<file path="src/design/vnu_ctrl_pkg.sv">
package vnu_ctrl_pkg;

	//////////////////////////////////////////////////
	// schedule state encoding
	//////////////////////////////////////////////////
	localparam int STATE_W = 4;

	typedef enum logic [STATE_W-1:0] {
		INIT_LOAD   = 4'd0,  // kick off the initial lookup RAM load
		IB_RAM_PEND = 4'd1,  // wait for every load to complete
		CH_FETCH    = 4'd2,
		CH_BUBBLE   = 4'd3,
		MEM_FETCH   = 4'd4,
		VNU_PIPE    = 4'd5,
		VNU_OUT     = 4'd6,  // last VNU function cycle
		BS_WB       = 4'd7,  // barrel shift of v2c messages
		PAGE_ALIGN  = 4'd8,
		MEM_WB      = 4'd9,
		IDLE        = 4'd10
	} sched_state_t;

	//////////////////////////////////////////////////
	// default geometry and timing
	//////////////////////////////////////////////////
	localparam int DEF_LAYER_NUM              = 3;  // layers per iteration
	localparam int DEF_MAX_ITER               = 8;  // width of the iteration mask
	localparam int DEF_VN_GROUP_NUM           = 2;  // VNU lookup function groups
	localparam int DEF_VNU_FUNC_CYCLE         = 3;  // cycles per VNU function group
	localparam int DEF_CH_BUBBLE_LEVEL        = 2;
	localparam int DEF_MEM_RD_LEVEL           = 2;  // message memory read latency
	localparam int DEF_PERMUTATION_LEVEL      = 2;  // barrel shifter depth
	localparam int DEF_LOAD_HANDSHAKE_LATENCY = 3;  // load start to first write request

	localparam int TIMER_W = 4;  // stage timer, longest stage must fit

	//////////////////////////////////////////////////
	// strobes and load status
	//////////////////////////////////////////////////
	typedef struct packed {
		logic v2c_src;        // take v2c from channel values, very first layer only
		logic c2v_mem_fetch;
		logic v2c_bs_en;
		logic v2c_pa_en;
		logic v2c_mem_we;
		logic dnu_rd;
		logic layer_finish;
	} sched_strobe_t;

	localparam sched_strobe_t STROBE_NONE = '0;

	typedef struct packed {
		logic busy;    // load in flight, request or acknowledge outstanding
		logic finish;  // one cycle at the end of a load
	} load_status_t;

endpackage

</file>
<file path="src/design/sched_stage_timer.sv">
`timescale 1ns/10ps

module sched_stage_timer #(
	parameter int CH_BUBBLE_LEVEL   = vnu_ctrl_pkg::DEF_CH_BUBBLE_LEVEL,
	parameter int MEM_RD_LEVEL      = vnu_ctrl_pkg::DEF_MEM_RD_LEVEL,
	parameter int VNU_PIPE_LEN      = 5,
	parameter int PERMUTATION_LEVEL = vnu_ctrl_pkg::DEF_PERMUTATION_LEVEL
) (
	input  vnu_ctrl_pkg::sched_state_t       state_i,
	input  logic                             read_clk,
	input  logic                             rstn,
	output logic [vnu_ctrl_pkg::TIMER_W-1:0] stage_cnt_o,
	output logic                             stage_last_o
);

	localparam int TW = vnu_ctrl_pkg::TIMER_W;
	// longest fixed stage, bounds the count
	localparam int LEN_A   = (CH_BUBBLE_LEVEL > MEM_RD_LEVEL) ? CH_BUBBLE_LEVEL : MEM_RD_LEVEL;
	localparam int LEN_B   = (VNU_PIPE_LEN > PERMUTATION_LEVEL) ? VNU_PIPE_LEN : PERMUTATION_LEVEL;
	localparam int MAX_LEN = (LEN_A > LEN_B) ? LEN_A : LEN_B;

	vnu_ctrl_pkg::sched_state_t state_q;  // state seen last cycle
	logic [TW-1:0] run_q;                // count carried into the next cycle
	logic [TW-1:0] stage_len;

	// length of the current state in cycles
	always_comb begin
		case (state_i)
			vnu_ctrl_pkg::CH_BUBBLE: stage_len = TW'(CH_BUBBLE_LEVEL);
			vnu_ctrl_pkg::MEM_FETCH: stage_len = TW'(MEM_RD_LEVEL);
			vnu_ctrl_pkg::VNU_PIPE:  stage_len = TW'(VNU_PIPE_LEN);
			vnu_ctrl_pkg::BS_WB:     stage_len = TW'(PERMUTATION_LEVEL);
			default:                 stage_len = TW'(1);  // single cycle, or open ended pend
		endcase
	end

	assign stage_cnt_o  = (state_i != state_q) ? '0 : run_q;  // zero on entry
	assign stage_last_o = (stage_cnt_o == stage_len - 1'b1);

	always_ff @(posedge read_clk or negedge rstn) begin
		if (!rstn) begin
			state_q <= vnu_ctrl_pkg::INIT_LOAD;
			run_q   <= '0;
		end else begin
			state_q <= state_i;
			if (stage_last_o)
				run_q <= stage_cnt_o;  // hold, the FSM moves on or waits in pend
			else
				run_q <= stage_cnt_o + 1'b1;
		end
	end

	// count stays inside the longest stage, also across forced restarts
	a_cnt_bound: assert property (@(posedge read_clk) disable iff (!rstn)
		stage_cnt_o < TW'(MAX_LEN));

endmodule

</file>
<file path="src/design/layer_sched_fsm.sv">
`timescale 1ns/10ps

module layer_sched_fsm #(
	parameter int VN_GROUP_NUM   = vnu_ctrl_pkg::DEF_VN_GROUP_NUM,
	parameter int VNU_FUNC_CYCLE = vnu_ctrl_pkg::DEF_VNU_FUNC_CYCLE,
	parameter int VNU_PIPE_LEN   = 5
) (
	input  logic                              read_clk,
	input  logic                              rstn,
	input  logic                              fsm_en_i,
	input  logic                              termination_i,
	input  logic [vnu_ctrl_pkg::TIMER_W-1:0]  stage_cnt_i,
	input  logic                              stage_last_i,
	input  logic                              loads_busy_i,
	input  logic                              last_layer_i,
	input  logic                              first_layer_i,
	input  logic                              first_iter_i,
	output vnu_ctrl_pkg::sched_state_t        state_o,
	output vnu_ctrl_pkg::sched_strobe_t       strobe_o,
	output logic [VN_GROUP_NUM-1:0]           vnu_rd_o,
	output logic                              init_start_o,
	output logic                              vnu_pipe_start_o,
	output logic                              dnu_pipe_start_o,
	output logic                              update_pend_o
);

	localparam int TW = vnu_ctrl_pkg::TIMER_W;

	logic          pipe_act;  // VNU function window, VNU_OUT closes it
	logic [TW-1:0] pipe_idx;

	//////////////////////////////////////////////////
	// state register
	//////////////////////////////////////////////////
	always_ff @(posedge read_clk or negedge rstn) begin
		if (!rstn) begin
			state_o <= vnu_ctrl_pkg::INIT_LOAD;
		end else if (!fsm_en_i || termination_i) begin
			state_o <= vnu_ctrl_pkg::INIT_LOAD;  // abort the frame, reload
		end else begin
			case (state_o)
				vnu_ctrl_pkg::INIT_LOAD:   state_o <= vnu_ctrl_pkg::IB_RAM_PEND;
				vnu_ctrl_pkg::IB_RAM_PEND: begin
					if (!loads_busy_i)
						state_o <= vnu_ctrl_pkg::CH_FETCH;
				end
				vnu_ctrl_pkg::CH_FETCH:    state_o <= vnu_ctrl_pkg::CH_BUBBLE;
				vnu_ctrl_pkg::CH_BUBBLE: begin
					if (stage_last_i)
						state_o <= vnu_ctrl_pkg::MEM_FETCH;
				end
				vnu_ctrl_pkg::MEM_FETCH: begin
					if (stage_last_i)
						state_o <= vnu_ctrl_pkg::VNU_PIPE;
				end
				vnu_ctrl_pkg::VNU_PIPE: begin
					if (stage_last_i)
						state_o <= vnu_ctrl_pkg::VNU_OUT;
				end
				vnu_ctrl_pkg::VNU_OUT:     state_o <= vnu_ctrl_pkg::BS_WB;
				vnu_ctrl_pkg::BS_WB: begin
					if (stage_last_i)
						state_o <= vnu_ctrl_pkg::PAGE_ALIGN;
				end
				vnu_ctrl_pkg::PAGE_ALIGN:  state_o <= vnu_ctrl_pkg::MEM_WB;
				vnu_ctrl_pkg::MEM_WB:      state_o <= vnu_ctrl_pkg::IDLE;
				vnu_ctrl_pkg::IDLE: begin
					// pipe loads of the last layer hold the next layer back
					if (loads_busy_i)
						state_o <= vnu_ctrl_pkg::IB_RAM_PEND;
					else
						state_o <= vnu_ctrl_pkg::CH_FETCH;
				end
				default:                   state_o <= vnu_ctrl_pkg::INIT_LOAD;
			endcase
		end
	end

	//////////////////////////////////////////////////
	// strobe decode
	//////////////////////////////////////////////////
	always_comb begin
		strobe_o = vnu_ctrl_pkg::STROBE_NONE;
		strobe_o.c2v_mem_fetch = (state_o == vnu_ctrl_pkg::MEM_FETCH) && (stage_cnt_i == '0);
		strobe_o.v2c_src       = (state_o == vnu_ctrl_pkg::MEM_FETCH) && stage_last_i &&
		                         first_layer_i && first_iter_i;
		strobe_o.v2c_bs_en     = (state_o == vnu_ctrl_pkg::BS_WB) && (stage_cnt_i == '0);
		strobe_o.v2c_pa_en     = (state_o == vnu_ctrl_pkg::PAGE_ALIGN);
		strobe_o.v2c_mem_we    = (state_o == vnu_ctrl_pkg::MEM_WB);
		strobe_o.dnu_rd        = (state_o == vnu_ctrl_pkg::BS_WB) ||
		                         (state_o == vnu_ctrl_pkg::PAGE_ALIGN);
		strobe_o.layer_finish  = (state_o == vnu_ctrl_pkg::MEM_WB);
	end

	// VNU_OUT counts as the final pipe cycle so every group gets full time
	assign pipe_act = (state_o == vnu_ctrl_pkg::VNU_PIPE) || (state_o == vnu_ctrl_pkg::VNU_OUT);
	assign pipe_idx = (state_o == vnu_ctrl_pkg::VNU_OUT) ? TW'(VNU_PIPE_LEN) : stage_cnt_i;

	for (genvar g = 0; g < VN_GROUP_NUM; g++) begin : g_vnu_rd
		assign vnu_rd_o[g] = pipe_act &&
		                     (pipe_idx >= TW'(g * VNU_FUNC_CYCLE)) &&
		                     (pipe_idx <  TW'((g + 1) * VNU_FUNC_CYCLE));
	end

	// load kicks, init waits for a live enable
	assign init_start_o     = (state_o == vnu_ctrl_pkg::INIT_LOAD) && fsm_en_i && !termination_i;
	assign vnu_pipe_start_o = (state_o == vnu_ctrl_pkg::VNU_OUT) && last_layer_i;
	assign dnu_pipe_start_o = (state_o == vnu_ctrl_pkg::MEM_WB) && last_layer_i;
	assign update_pend_o    = loads_busy_i;

	// write-back strobes never overlap
	a_wb_excl: assert property (@(posedge read_clk) disable iff (!rstn)
		$onehot0({strobe_o.v2c_bs_en, strobe_o.v2c_pa_en, strobe_o.v2c_mem_we}));

endmodule

</file>
<file path="src/design/ib_ram_load_ctrl.sv">
`timescale 1ns/10ps

module ib_ram_load_ctrl #(
	parameter int LOAD_HANDSHAKE_LATENCY = vnu_ctrl_pkg::DEF_LOAD_HANDSHAKE_LATENCY
) (
	input  logic                       read_clk,
	input  logic                       rstn,
	input  logic                       init_start_i,
	input  logic                       pipe_start_i,
	input  logic                       iter_update_i,  // updater acknowledge
	output logic                       wr_o,           // write request to updater
	output vnu_ctrl_pkg::load_status_t status_o
);

	localparam int CNT_W = $clog2(LOAD_HANDSHAKE_LATENCY + 1);

	logic [CNT_W-1:0] lat_cnt_q;  // cycles since the load started
	logic             busy_q;
	logic             wr_q;
	logic             finish_q;
	logic             pend_q;     // start seen while busy
	logic             start_any;
	logic             ack;

	// init and pipe loads share one sequencer
	assign start_any = init_start_i | pipe_start_i;
	assign ack       = wr_q & iter_update_i;  // ack without request is dropped

	//////////////////////////////////////////////////
	// request / acknowledge sequencer
	//////////////////////////////////////////////////
	always_ff @(posedge read_clk or negedge rstn) begin
		if (!rstn) begin
			lat_cnt_q <= '0;
			busy_q    <= 1'b0;
			wr_q      <= 1'b0;
			finish_q  <= 1'b0;
			pend_q    <= 1'b0;
		end else begin
			finish_q <= 1'b0;  // pulse only
			if (!busy_q) begin
				if (start_any) begin
					busy_q    <= 1'b1;
					lat_cnt_q <= CNT_W'(1);
				end
			end else if (ack) begin
				wr_q     <= 1'b0;
				finish_q <= 1'b1;
				if (pend_q || start_any) begin
					// next load follows straight away so busy stays up
					lat_cnt_q <= CNT_W'(1);
					pend_q    <= 1'b0;
				end else begin
					busy_q <= 1'b0;
				end
			end else begin
				if (start_any)
					pend_q <= 1'b1;
				if (!wr_q) begin
					if (lat_cnt_q >= CNT_W'(LOAD_HANDSHAKE_LATENCY - 1))
						wr_q <= 1'b1;  // request goes out and is held until acked
					else
						lat_cnt_q <= lat_cnt_q + 1'b1;
				end
			end
		end
	end

	assign wr_o     = wr_q;
	assign status_o = '{busy: busy_q, finish: finish_q};

	// the updater never sees a request outside a load
	a_wr_busy: assert property (@(posedge read_clk) disable iff (!rstn)
		wr_q |-> busy_q);

endmodule

</file>
<file path="src/design/layer_iter_counter.sv">
`timescale 1ns/10ps

module layer_iter_counter #(
	parameter int LAYER_NUM = vnu_ctrl_pkg::DEF_LAYER_NUM,
	parameter int MAX_ITER  = vnu_ctrl_pkg::DEF_MAX_ITER
) (
	input  logic                 read_clk,
	input  logic                 rstn,
	input  logic                 layer_finish_i,
	output logic [LAYER_NUM-1:0] layer_cnt_o,   // one-hot with bit 0 for layer 0
	output logic                 last_layer_o,
	output logic                 first_layer_o,
	output logic                 first_iter_o
);

	logic [MAX_ITER-1:0] iter_q;  // shift mask with bit 0 set in the first iteration

	always_ff @(posedge read_clk or negedge rstn) begin
		if (!rstn) begin
			layer_cnt_o <= LAYER_NUM'(1);
			iter_q      <= MAX_ITER'(1);
		end else if (layer_finish_i) begin
			layer_cnt_o <= {layer_cnt_o[LAYER_NUM-2:0], layer_cnt_o[LAYER_NUM-1]};  // rotate
			if (layer_cnt_o[LAYER_NUM-1])
				iter_q <= {iter_q[MAX_ITER-2:0], 1'b0};  // wrap to layer 0 starts next iteration
		end
	end

	assign last_layer_o  = layer_cnt_o[LAYER_NUM-1];
	assign first_layer_o = layer_cnt_o[0];
	assign first_iter_o  = iter_q[0];

endmodule

</file>
<file path="src/design/vnu_control_unit.sv">
`timescale 1ns/10ps

module vnu_control_unit #(
	parameter int LAYER_NUM              = vnu_ctrl_pkg::DEF_LAYER_NUM,
	parameter int MAX_ITER               = vnu_ctrl_pkg::DEF_MAX_ITER,
	parameter int VN_GROUP_NUM           = vnu_ctrl_pkg::DEF_VN_GROUP_NUM,
	parameter int VNU_FUNC_CYCLE         = vnu_ctrl_pkg::DEF_VNU_FUNC_CYCLE,
	parameter int CH_BUBBLE_LEVEL        = vnu_ctrl_pkg::DEF_CH_BUBBLE_LEVEL,
	parameter int MEM_RD_LEVEL           = vnu_ctrl_pkg::DEF_MEM_RD_LEVEL,
	parameter int PERMUTATION_LEVEL      = vnu_ctrl_pkg::DEF_PERMUTATION_LEVEL,
	parameter int LOAD_HANDSHAKE_LATENCY = vnu_ctrl_pkg::DEF_LOAD_HANDSHAKE_LATENCY
) (
	input  logic                        read_clk,
	input  logic                        rstn,
	input  logic                        fsm_en_i,
	input  logic                        termination_i,
	input  logic [VN_GROUP_NUM-1:0]     vn_iter_update_i,  // one ack per VNU group
	input  logic                        dn_iter_update_i,
	output vnu_ctrl_pkg::sched_state_t  state_o,
	output vnu_ctrl_pkg::sched_strobe_t strobe_o,
	output logic [VN_GROUP_NUM-1:0]     vnu_rd_o,
	output logic [VN_GROUP_NUM-1:0]     vnu_wr_o,
	output logic                        dnu_wr_o,
	output logic                        vnu_update_pend_o,
	output logic [LAYER_NUM-1:0]        layer_cnt_o,
	output logic                        last_layer_o
);

	// pipe stage is one short, VNU_OUT carries the final function cycle
	localparam int VNU_PIPE_LEN = VN_GROUP_NUM * VNU_FUNC_CYCLE - 1;

	logic [vnu_ctrl_pkg::TIMER_W-1:0] stage_cnt;
	logic                             stage_last;
	logic                             first_layer;
	logic                             first_iter;
	logic                             init_start;      // to every load controller
	logic                             vnu_pipe_start;
	logic                             dnu_pipe_start;
	logic                             loads_busy;
	logic [VN_GROUP_NUM-1:0]          vnu_busy;
	vnu_ctrl_pkg::load_status_t       vnu_status [VN_GROUP_NUM];
	vnu_ctrl_pkg::load_status_t       dnu_status;

	sched_stage_timer #(
		.CH_BUBBLE_LEVEL   (CH_BUBBLE_LEVEL),
		.MEM_RD_LEVEL      (MEM_RD_LEVEL),
		.VNU_PIPE_LEN      (VNU_PIPE_LEN),
		.PERMUTATION_LEVEL (PERMUTATION_LEVEL)
	) u_timer (
		.state_i      (state_o),
		.read_clk     (read_clk),
		.rstn         (rstn),
		.stage_cnt_o  (stage_cnt),
		.stage_last_o (stage_last)
	);

	layer_sched_fsm #(
		.VN_GROUP_NUM   (VN_GROUP_NUM),
		.VNU_FUNC_CYCLE (VNU_FUNC_CYCLE),
		.VNU_PIPE_LEN   (VNU_PIPE_LEN)
	) u_fsm (
		.read_clk         (read_clk),
		.rstn             (rstn),
		.fsm_en_i         (fsm_en_i),
		.termination_i    (termination_i),
		.stage_cnt_i      (stage_cnt),
		.stage_last_i     (stage_last),
		.loads_busy_i     (loads_busy),
		.last_layer_i     (last_layer_o),
		.first_layer_i    (first_layer),
		.first_iter_i     (first_iter),
		.state_o          (state_o),
		.strobe_o         (strobe_o),
		.vnu_rd_o         (vnu_rd_o),
		.init_start_o     (init_start),
		.vnu_pipe_start_o (vnu_pipe_start),
		.dnu_pipe_start_o (dnu_pipe_start),
		.update_pend_o    (vnu_update_pend_o)
	);

	layer_iter_counter #(
		.LAYER_NUM (LAYER_NUM),
		.MAX_ITER  (MAX_ITER)
	) u_layer_iter (
		.read_clk       (read_clk),
		.rstn           (rstn),
		.layer_finish_i (strobe_o.layer_finish),
		.layer_cnt_o    (layer_cnt_o),
		.last_layer_o   (last_layer_o),
		.first_layer_o  (first_layer),
		.first_iter_o   (first_iter)
	);

	//////////////////////////////////////////////////
	// lookup RAM load handshakes
	//////////////////////////////////////////////////
	for (genvar g = 0; g < VN_GROUP_NUM; g++) begin : g_vnu_load
		ib_ram_load_ctrl #(
			.LOAD_HANDSHAKE_LATENCY (LOAD_HANDSHAKE_LATENCY)
		) u_vnu_load (
			.read_clk      (read_clk),
			.rstn          (rstn),
			.init_start_i  (init_start),
			.pipe_start_i  (vnu_pipe_start),
			.iter_update_i (vn_iter_update_i[g]),
			.wr_o          (vnu_wr_o[g]),
			.status_o      (vnu_status[g])
		);
		assign vnu_busy[g] = vnu_status[g].busy;
	end

	ib_ram_load_ctrl #(
		.LOAD_HANDSHAKE_LATENCY (LOAD_HANDSHAKE_LATENCY)
	) u_dnu_load (
		.read_clk      (read_clk),
		.rstn          (rstn),
		.init_start_i  (init_start),
		.pipe_start_i  (dnu_pipe_start),  // DNU reloads after write-back of last layer
		.iter_update_i (dn_iter_update_i),
		.wr_o          (dnu_wr_o),
		.status_o      (dnu_status)
	);

	assign loads_busy = (|vnu_busy) | dnu_status.busy;  // any load holds the schedule

endmodule

</file>
<file path="config.mk">
export PLATFORM = sky130hd
export DESIGN_NAME = vnu_control_unit
export DESIGN_NICKNAME = d
export VERILOG_FILES = /design/src/design/vnu_ctrl_pkg.sv /design/src/design/sched_stage_timer.sv /design/src/design/layer_sched_fsm.sv /design/src/design/ib_ram_load_ctrl.sv /design/src/design/layer_iter_counter.sv /design/src/design/vnu_control_unit.sv
export SDC_FILE = /design/constraint.sdc
export NUM_CORES = 1
export LEC_CHECK = 0
export BUFFER_PORTS_ARGS = -buffer_cell sky130_fd_sc_hd__buf_4
export CORE_MARGIN = 4
export CORE_UTILIZATION = 53
export CTS_CLUSTER_DIAMETER = 30
export DETAILED_ROUTE_END_ITERATION = 7
export PLACE_DENSITY = 0.76
export SYNTH_ARGS = -nofsm -noshare
export SYNTH_HDL_FRONTEND = slang
export SYNTH_SLANG_ARGS = --single-unit
</file>
<file path="constraint.sdc">
create_clock -name read_clk -period 3.11 [get_ports read_clk]
set_clock_uncertainty 0.15 [all_clocks]
set_input_delay 0.1555 -clock read_clk [delete_from_list [all_inputs] [get_ports read_clk]]
set_output_delay 0.1555 -clock read_clk [all_outputs]
set_load 0.02 [all_outputs]
</file>
==> results of run 1 <==
==> flip-flops by register name (all words and copies together) (netlist names) <==
| signal | count |
|---|---|
| g_vnu_load.u_vnu_load.busy_q | 2 |
| g_vnu_load.u_vnu_load.lat_cnt_q | 4 |
| g_vnu_load.u_vnu_load.pend_q | 2 |
| g_vnu_load.u_vnu_load.wr_o | 2 |
| u_dnu_load.busy_q | 1 |
| u_dnu_load.lat_cnt_q | 2 |
| u_dnu_load.pend_q | 1 |
| u_dnu_load.wr_o | 1 |
| u_fsm.state_o | 4 |
| u_layer_iter.iter_q | 1 |
| u_layer_iter.layer_cnt_o | 3 |
| u_timer.run_q | 4 |
| u_timer.state_q | 4 |
==> metrics by stage <==
stage                     area [sq um]  hold slack [ns]  std cells
after global placement            1920          -0.0442        246
after global routing              2040           0.0398        259
after detailed placement          1920          -0.0439        246
after floorplan                   1740           -0.290        188
after CTS                         2040           0.0173        259
final                             2040           0.0260        259
==> path summary, 6_finish.rpt <==
path,from,end,depth (start not counted)
setup / recovery,u_fsm.state_o[1],strobe_o[6],7
hold / removal,fsm_en_i,u_fsm.state_o[2],3
setup reg to reg,u_fsm.state_o[1],u_fsm.state_o[2],7
hold reg to reg,u_dnu_load.lat_cnt_q[0],u_dnu_load.lat_cnt_q[0],1
max in group asynchronous,rstn,u_layer_iter.iter_q[0],2
min in group asynchronous,rstn,u_fsm.state_o[0],2
==> kinds of logic after synthesis <==
logic type | after synthesis | synth area share [%]
compound gates | 46 | 16.8
mux | 7 | 4.25
buf+inv | 21 | 6.48
flops | 31 | 44.8
xor+xnor | 6 | 3.02
simple gates | 72 | 21.1
fa+ha+maj | 5 | 3.60
==> per-layer routing <==
| layer | global-route usage, % | part of all wire [%] | vias to the layer above | wire, microns |
|---|---|---|---|---|
| met2 | 34.8 | 51 | 27 | 1870 |
| met5 | 0 | 0 | - | 0 |
| li1 | - | - | 707 | - |
| met4 | 8.55 | 2.3 | 0 | 84 |
| met3 | 5.98 | 4.4 | 10 | 162 |
| met1 | 21.1 | 42 | 727 | 1530 |
==> layout make-up <==
class                           count  area share [%]
Multi-Input combinational cell    136            41.5
Clock inverter                      1           0.368
Inverter                            7            1.29
Tap cell                           44            2.70
Sequential cell                    31            38.2
Timing Repair Buffer               33            12.8
Clock buffer                        7            3.19
==> power groups by stage <==
stage          registers, uW  clock network, uW  logic [uW]
2_1_floorplan            582                  0         327
3_3_place_gp             614                  0         372
3_5_place_dp             621                  0         404
4_1_cts                  614                284         410
5_1_grt                  638                308         469
6_report                 617                277         405
==> worst min-delay path: cells and delay by family <==
kind	cells	cell delay, ns
compound gates	1	0.05
buf+inv	1	0.11
simple gates	1	0.15
==> cell usage in the layout, fill, tap and decap left out, types with 2 or more instances in the layout <==
master,Yosys,final
a31oi_1,6,6
mux2i_1,4,4
mux2_2,3,3
clkbuf_4,0,5
inv_1,7,7
o31ai_1,2,2
clkbuf_8,0,2
nand2_1,26,26
ha_1,5,5
dfrtp_1,29,29
and2_1,4,4
dlygate4sd3_1,0,5
a21o_1,2,2
a31o_2,3,3
xor2_1,5,5
dfstp_2,2,2
nor2b_1,2,2
nand3_1,7,7
nor3_1,7,7
a21oi_1,11,11
nand2b_1,5,5
and3_1,2,2
nor2_1,11,11
buf_4,7,28
o21ai_0,15,15
==> results.md, run 1 <==
- Distinct cells, synth: 40
- Vias per cell: 5.68
- Port bufs: 27
- CTS buffer count: 5
- Hold buffer count at cts: 5
- Die width: 65.3 microns
- Power Density: 637 mW/mm^2
- Critical-path maximum fanout: 19
- Top cells by area, synth: dfrtp_1, nand2_1, o21ai_0, ha_1, a21oi_1
- Post-synthesis register bit count: 31
- Placer congestion estimate: 0.812
- CP startpoint kind: flip-flop
- CP Capture Type: primary output
- Crit path max-delay cell type: dfrtp_1
- Util after Layout: 65.7%
- Global route overflow: 0
- Async S/R FF share, synth: 100%
- Mapped Area: 0.00174 sq mm
- Drt drc: 0
- Ratio of cells with drive above 1 in the final layout: 22.8%
- RSZ-0062 raised after global routing: no
- Mapped Cells: 188
- # clock sinks: 31
- Post-synth EDFFs: 0
- Top cell type's share of synthesized area: 41.8%
- First-pass GRT wire length: 6340 microns
- Htree depth: 2
- Filler Cells Inserted: 283
- Clock latency at the later pin of the worst-skew pair: 0.34 ns
- Worst Path Required: 2.80 ns
- Slew Viols, Final: 0
- CTS tree: done
- Register area: 778 sq um
- Buf/Inv on CP: 2
- Drt pass-1 iters: 4
- DRT iter0 DRCs: 104
- Detailed Route WL: 3640 microns
- P&R area growth vs syn: 17.4%
- Core ar.: 0.00310 sq mm
- Diodes inserted: 0
- Power Total: 1300 uW
- Synth warn: 0
- Status: complete, no violations
- NumNets Final: 226
- Worst EP arrival: 2.39 ns
- Seq pwr share: 47.5%
- Sequential-to-total area share from yosys stat: 44.8%
- Post-layout min period: 2.69 ns
- Clk pwr share: 21.3%
- Average cell area after synthesis: 9.24 sq um
- PostCTS Resize Cnt: 0
- Relative slew slack: 60.9%
- Most common cell in the netlist: dfrtp_1
- Die Y: 65.3 microns
- Commonest cells post-synth: dfrtp_1, nand2_1, o21ai_0
- Boundary pin count: 28
- Logic pwr share: 31.2%
- Crit-path max cell delay: 0.59 ns
- Root Buffer: clkbuf_4
- Vias in the first global route: 1445
- Area leader, netlist: dfrtp_1
- Gr usage total: 19.5%
- Kind of critical path: reg -> out
- Delay-heaviest family, CP: simple AND/OR/NAND/NOR gates
- Leak: 0.000983 uW
- Post-CTS Setup Bufs: 0
- Hold Path Class: in -> reg
- CP cell instances: xor2_1, nor4_2, buf_4, a31o_2, nand4_2, nor3_1, buf_4
- Finish-stage setup viols: 0
- Max-cap viol count: 0
- Fin crit share: 86.5%
- Initial antenna violation count: 0
- Largest net degree at the start of global routing: 32
- Die area: 0.00426 sq mm
- Starting Density: 56.0%
- Synth Net Count: 200
- Place WS: 0.652 ns
- Peak supply drop: 0.000381 V
- Main synth FF type: dfrtp_1
- Power Internal: 813 uW
- Rows: 20
- Post-DRT Antenna Nets: 0
- Multi-input logic area: 847 sq um
- Sw frac: 37.4%
- Critical path's most frequent cell: buf_4
- Clk slew on worst S/H paths: 0.10 ns
- Worst Max-Slew Pin Slew: 0.587 ns
- Post-DP HPWL: 2580 microns
- Longest Clk Path Bufs: 2
- TNS Setup: 0 ns
- Switch Pwr: 486 uW
- Final worst slack: 0.419 ns
- Via Count: 1471
- FMAX: 0.372 GHz
- Final hold violation count: 0
- Wirelength per Cell: 14.1 microns
- R2R setup slack: 0.63 ns
Power figures use the tool's default switching activity.
==> inputs of run 2 (changes only) <==
--- a/config.mk
+++ b/config.mk
@@ -10,7 +10,8 @@
 export CORE_UTILIZATION = 53
 export CTS_CLUSTER_DIAMETER = 30
 export DETAILED_ROUTE_END_ITERATION = 7
-export PLACE_DENSITY = 0.76
+export PLACE_DENSITY = 0.8
+export REMOVE_ABC_BUFFERS = 1
 export SYNTH_ARGS = -nofsm -noshare
 export SYNTH_HDL_FRONTEND = slang
 export SYNTH_SLANG_ARGS = --single-unit
==> run 2 against run 1 <==
Against the previous run: utilization increased by 0.44 points; wire length decreased by 2.5%; total power increased by 3.9%; combinational power about the same; via count decreased by 0.54%; critical path type unchanged; critical endpoint unchanged; largest cell class unchanged; highest routed layer unchanged.
==> results.md, run 2 (synthesized netlist as in run 1, its figures left out) <==
- Status: complete, no violations (unchanged)
- Logic pwr share: 30.0% (was 31.2%)
- Final worst slack: 0.353 ns (was 0.419 ns)
- Post-CTS Setup Bufs: 0 (unchanged)
- Finish-stage setup viols: 0 (unchanged)
- Peak supply drop: 0.000385 V (was 0.000381 V)
- Gr usage total: 19.0% (was 19.5%)
- Core ar.: 0.00310 sq mm (unchanged)
- Wirelength per Cell: 13.7 microns (was 14.1 microns)
- Longest Clk Path Bufs: 2 (unchanged)
- Clk pwr share: 24.3% (was 21.3%)
- Ratio of cells with drive above 1 in the final layout: 22.8% (unchanged)
- Boundary pin count: 28 (unchanged)
- CP cell instances: xor2_1, nor4_2, buf_4, a31o_2, nand4_2, nor3_1, buf_4 (unchanged)
- Drt drc: 0 (unchanged)
- Max-cap viol count: 0 (unchanged)
- Critical hold path startpoint: fsm_en_i (unchanged)
- Placer congestion estimate: 0.843 (was 0.812)
- First-pass GRT wire length: 6220 microns (was 6340 microns)
- Reg2reg start: u_fsm.state_o[1] (unchanged)
- Area after DPL: 0.00192 sq mm (unchanged)
- Hold Path Class: in -> reg (unchanged)
- Power Total: 1350 uW (was 1300 uW)
- GR Util met1: 21.2% (was 21.1%)
- Clock latency at the later pin of the worst-skew pair: 0.34 ns (about the same)
- Leak: 0.000994 uW (was 0.000983 uW)
- Port bufs: 27 (unchanged)
- Vias per cell: 5.65 (was 5.68)
- Diodes inserted: 0 (unchanged)
- Post-DRT Antenna Nets: 0 (unchanged)
- Kind of critical path: reg -> out (unchanged)
- Htree depth: 2 (unchanged)
- TNS Setup: 0 ns (unchanged)
- Final std cells w/o fill: 259 (unchanged)
- Slew Viols, Final: 0 (unchanged)
- Critical-path maximum fanout: 19 (unchanged)
- Met3 Track Usage GR: 5.64% (was 5.98%)
- Clk slew on worst S/H paths: 0.09 ns (was 0.10 ns)
- Global route overflow: 0 (unchanged)
- Critical path's most frequent cell: buf_4 (unchanged)
- Die width: 65.3 microns (unchanged)
- Power Density: 657 mW/mm^2 (was 637 mW/mm^2)
- Worst Reg-to-Reg Cells: 7 (unchanged)
- Busiest grt layer: met2 (unchanged)
- CTS tree: done (unchanged)
- Hold depth: 3 (unchanged)
- Seq pwr share: 45.7% (was 47.5%)
- FMAX: 0.363 GHz (was 0.372 GHz)
- Worst Hold End: u_fsm.state_o[2] (unchanged)
- Die area: 0.00426 sq mm (unchanged)
- Finished Cell Area: 0.00205 sq mm (was 0.00204 sq mm)
- Die Y: 65.3 microns (unchanged)
- Filler Cells Inserted: 259 (was 283)
- Place WS: 0.621 ns (was 0.652 ns)
- Crit-path max cell delay: 0.68 ns (was 0.59 ns)
- Sw frac: 35.5% (was 37.4%)
- NumNets Final: 226 (unchanged)
- CP startpoint kind: flip-flop (unchanged)
- Worst Path Required: 2.80 ns (about the same)
- RSZ-0062 raised after global routing: no (unchanged)
- Worst Max-Slew Pin Slew: 0.579 ns (was 0.587 ns)
- Largest net degree at the start of global routing: 32 (unchanged)
- DRT iter0 DRCs: 81 (was 104)
- CP Capture Type: primary output (unchanged)
- CTS buffer count: 5 (unchanged)
- Switch Pwr: 479 uW (was 486 uW)
- Grt met2 use: 33.2% (was 34.8%)
- Crit path max-delay cell type: dfrtp_1 (unchanged)
- Vias in the first global route: 1428 (was 1445)
- Final hold violation count: 0 (unchanged)
- Post-DP HPWL: 2530 microns (was 2580 microns)
- Fin crit share: 88.6% (was 86.5%)
- Post-layout min period: 2.76 ns (was 2.69 ns)
- R2R setup slack: 0.60 ns (was 0.63 ns)
- Commonest cells after routing, fill and taps aside: dfrtp_1, buf_4, nand2_1 (unchanged)
- P&R area growth vs syn: 18.1% (was 17.4%)
- Relative slew slack: 61.4% (was 60.9%)
- Rows: 20 (unchanged)
- Detailed Route WL: 3550 microns (was 3640 microns)
- Worst R2R End: u_fsm.state_o[2] (unchanged)
- Worst EP arrival: 2.45 ns (was 2.39 ns)
- Initial antenna violation count: 0 (unchanged)
- Power Internal: 870 uW (was 813 uW)
- Drt pass-1 iters: 5 (was 4)
- Root Buffer: clkbuf_4 (unchanged)
- Via Count: 1463 (was 1471)
- Starting Density: 56.0% (unchanged)
- # clock sinks: 31 (unchanged)
- Commonest non-fill, non-tap cell in the layout: dfrtp_1 (unchanged)
- DP Cell Count: 246 (unchanged)
run 2: cell types whose count changed in the layout (fill, tap and decap cells not counted), sizes merged:
cell      previous run  this run
bufinv               0         1
clkbuf               7         6
clkinv               0         1
clkinvlp             1         0
run 2: cell type report:
type / count / area, sq um / area share [%]
clock buffers: 6 / 51.3 / 2.50
inverters: 7 / 26.3 / 1.28
well taps: 44 / 55.1 / 2.68
repair buffers: 33 / 260 / 12.7
multi-input cells: 136 / 847 / 41.3
clock inverters: 2 / 35.0 / 1.71
flip-flops and latches: 31 / 778 / 37.9
run 2: through the flow:
step	utilization, %	hold slack [ns]
CTS	66.2	0.0138
global placement	61.8	-0.0452
detailed placement	61.8	-0.0443
floorplan	-	-0.290
global route	66.2	0.0147
finish	66.2	0.0277
run 2: power by group through the flow:
| stage | sequential [uW] | combinational [uW] | clock (uW) |
|---|---|---|---|
| 2_1_floorplan | 620 | 259 | 0 |
| 3_3_place_gp | 612 | 372 | 0 |
| 3_5_place_dp | 621 | 401 | 0 |
| 4_1_cts | 615 | 409 | 336 |
| 5_1_grt | 636 | 470 | 356 |
| 6_report | 617 | 404 | 328 |
run 2: layer usage:
metal  vias up  routed length [microns]
met1       705                     1470
met2        41                     1850
met4         0                       65
met3         9                      165
li1        708                        -
met5         -                        0
run 2: timing repair:
item | 4_1_cts | 5_1_grt
hold endpoints to repair | 40 | 0
resized for setup | 0 | 0
setup endpoints to repair | 0 | 0
hold buffers | 5 | 0
run 2: worst max-delay path, delay by kind of cell (launching register included):
kind            cells  cell delay [ns]
compound gates      1             0.18
xor+xnor            1             0.16
simple gates        3             0.70
flops               1             0.68
buf+inv             2             0.39
run 2: how the worst max path moves through the flow:
stage,slack [ns],depth (start not counted),startpoint,to
after floorplan,0.41,5,u_fsm.state_o[1],strobe_o[6]
after CTS,0.32,7,u_fsm.state_o[1],strobe_o[6]
final,0.35,7,u_fsm.state_o[1],strobe_o[6]
after global placement,0.72,7,u_fsm.state_o[1],u_fsm.state_o[2]
after global routing,0.14,7,u_fsm.state_o[1],strobe_o[6]
after detailed placement,0.62,7,u_fsm.state_o[1],u_fsm.state_o[2]
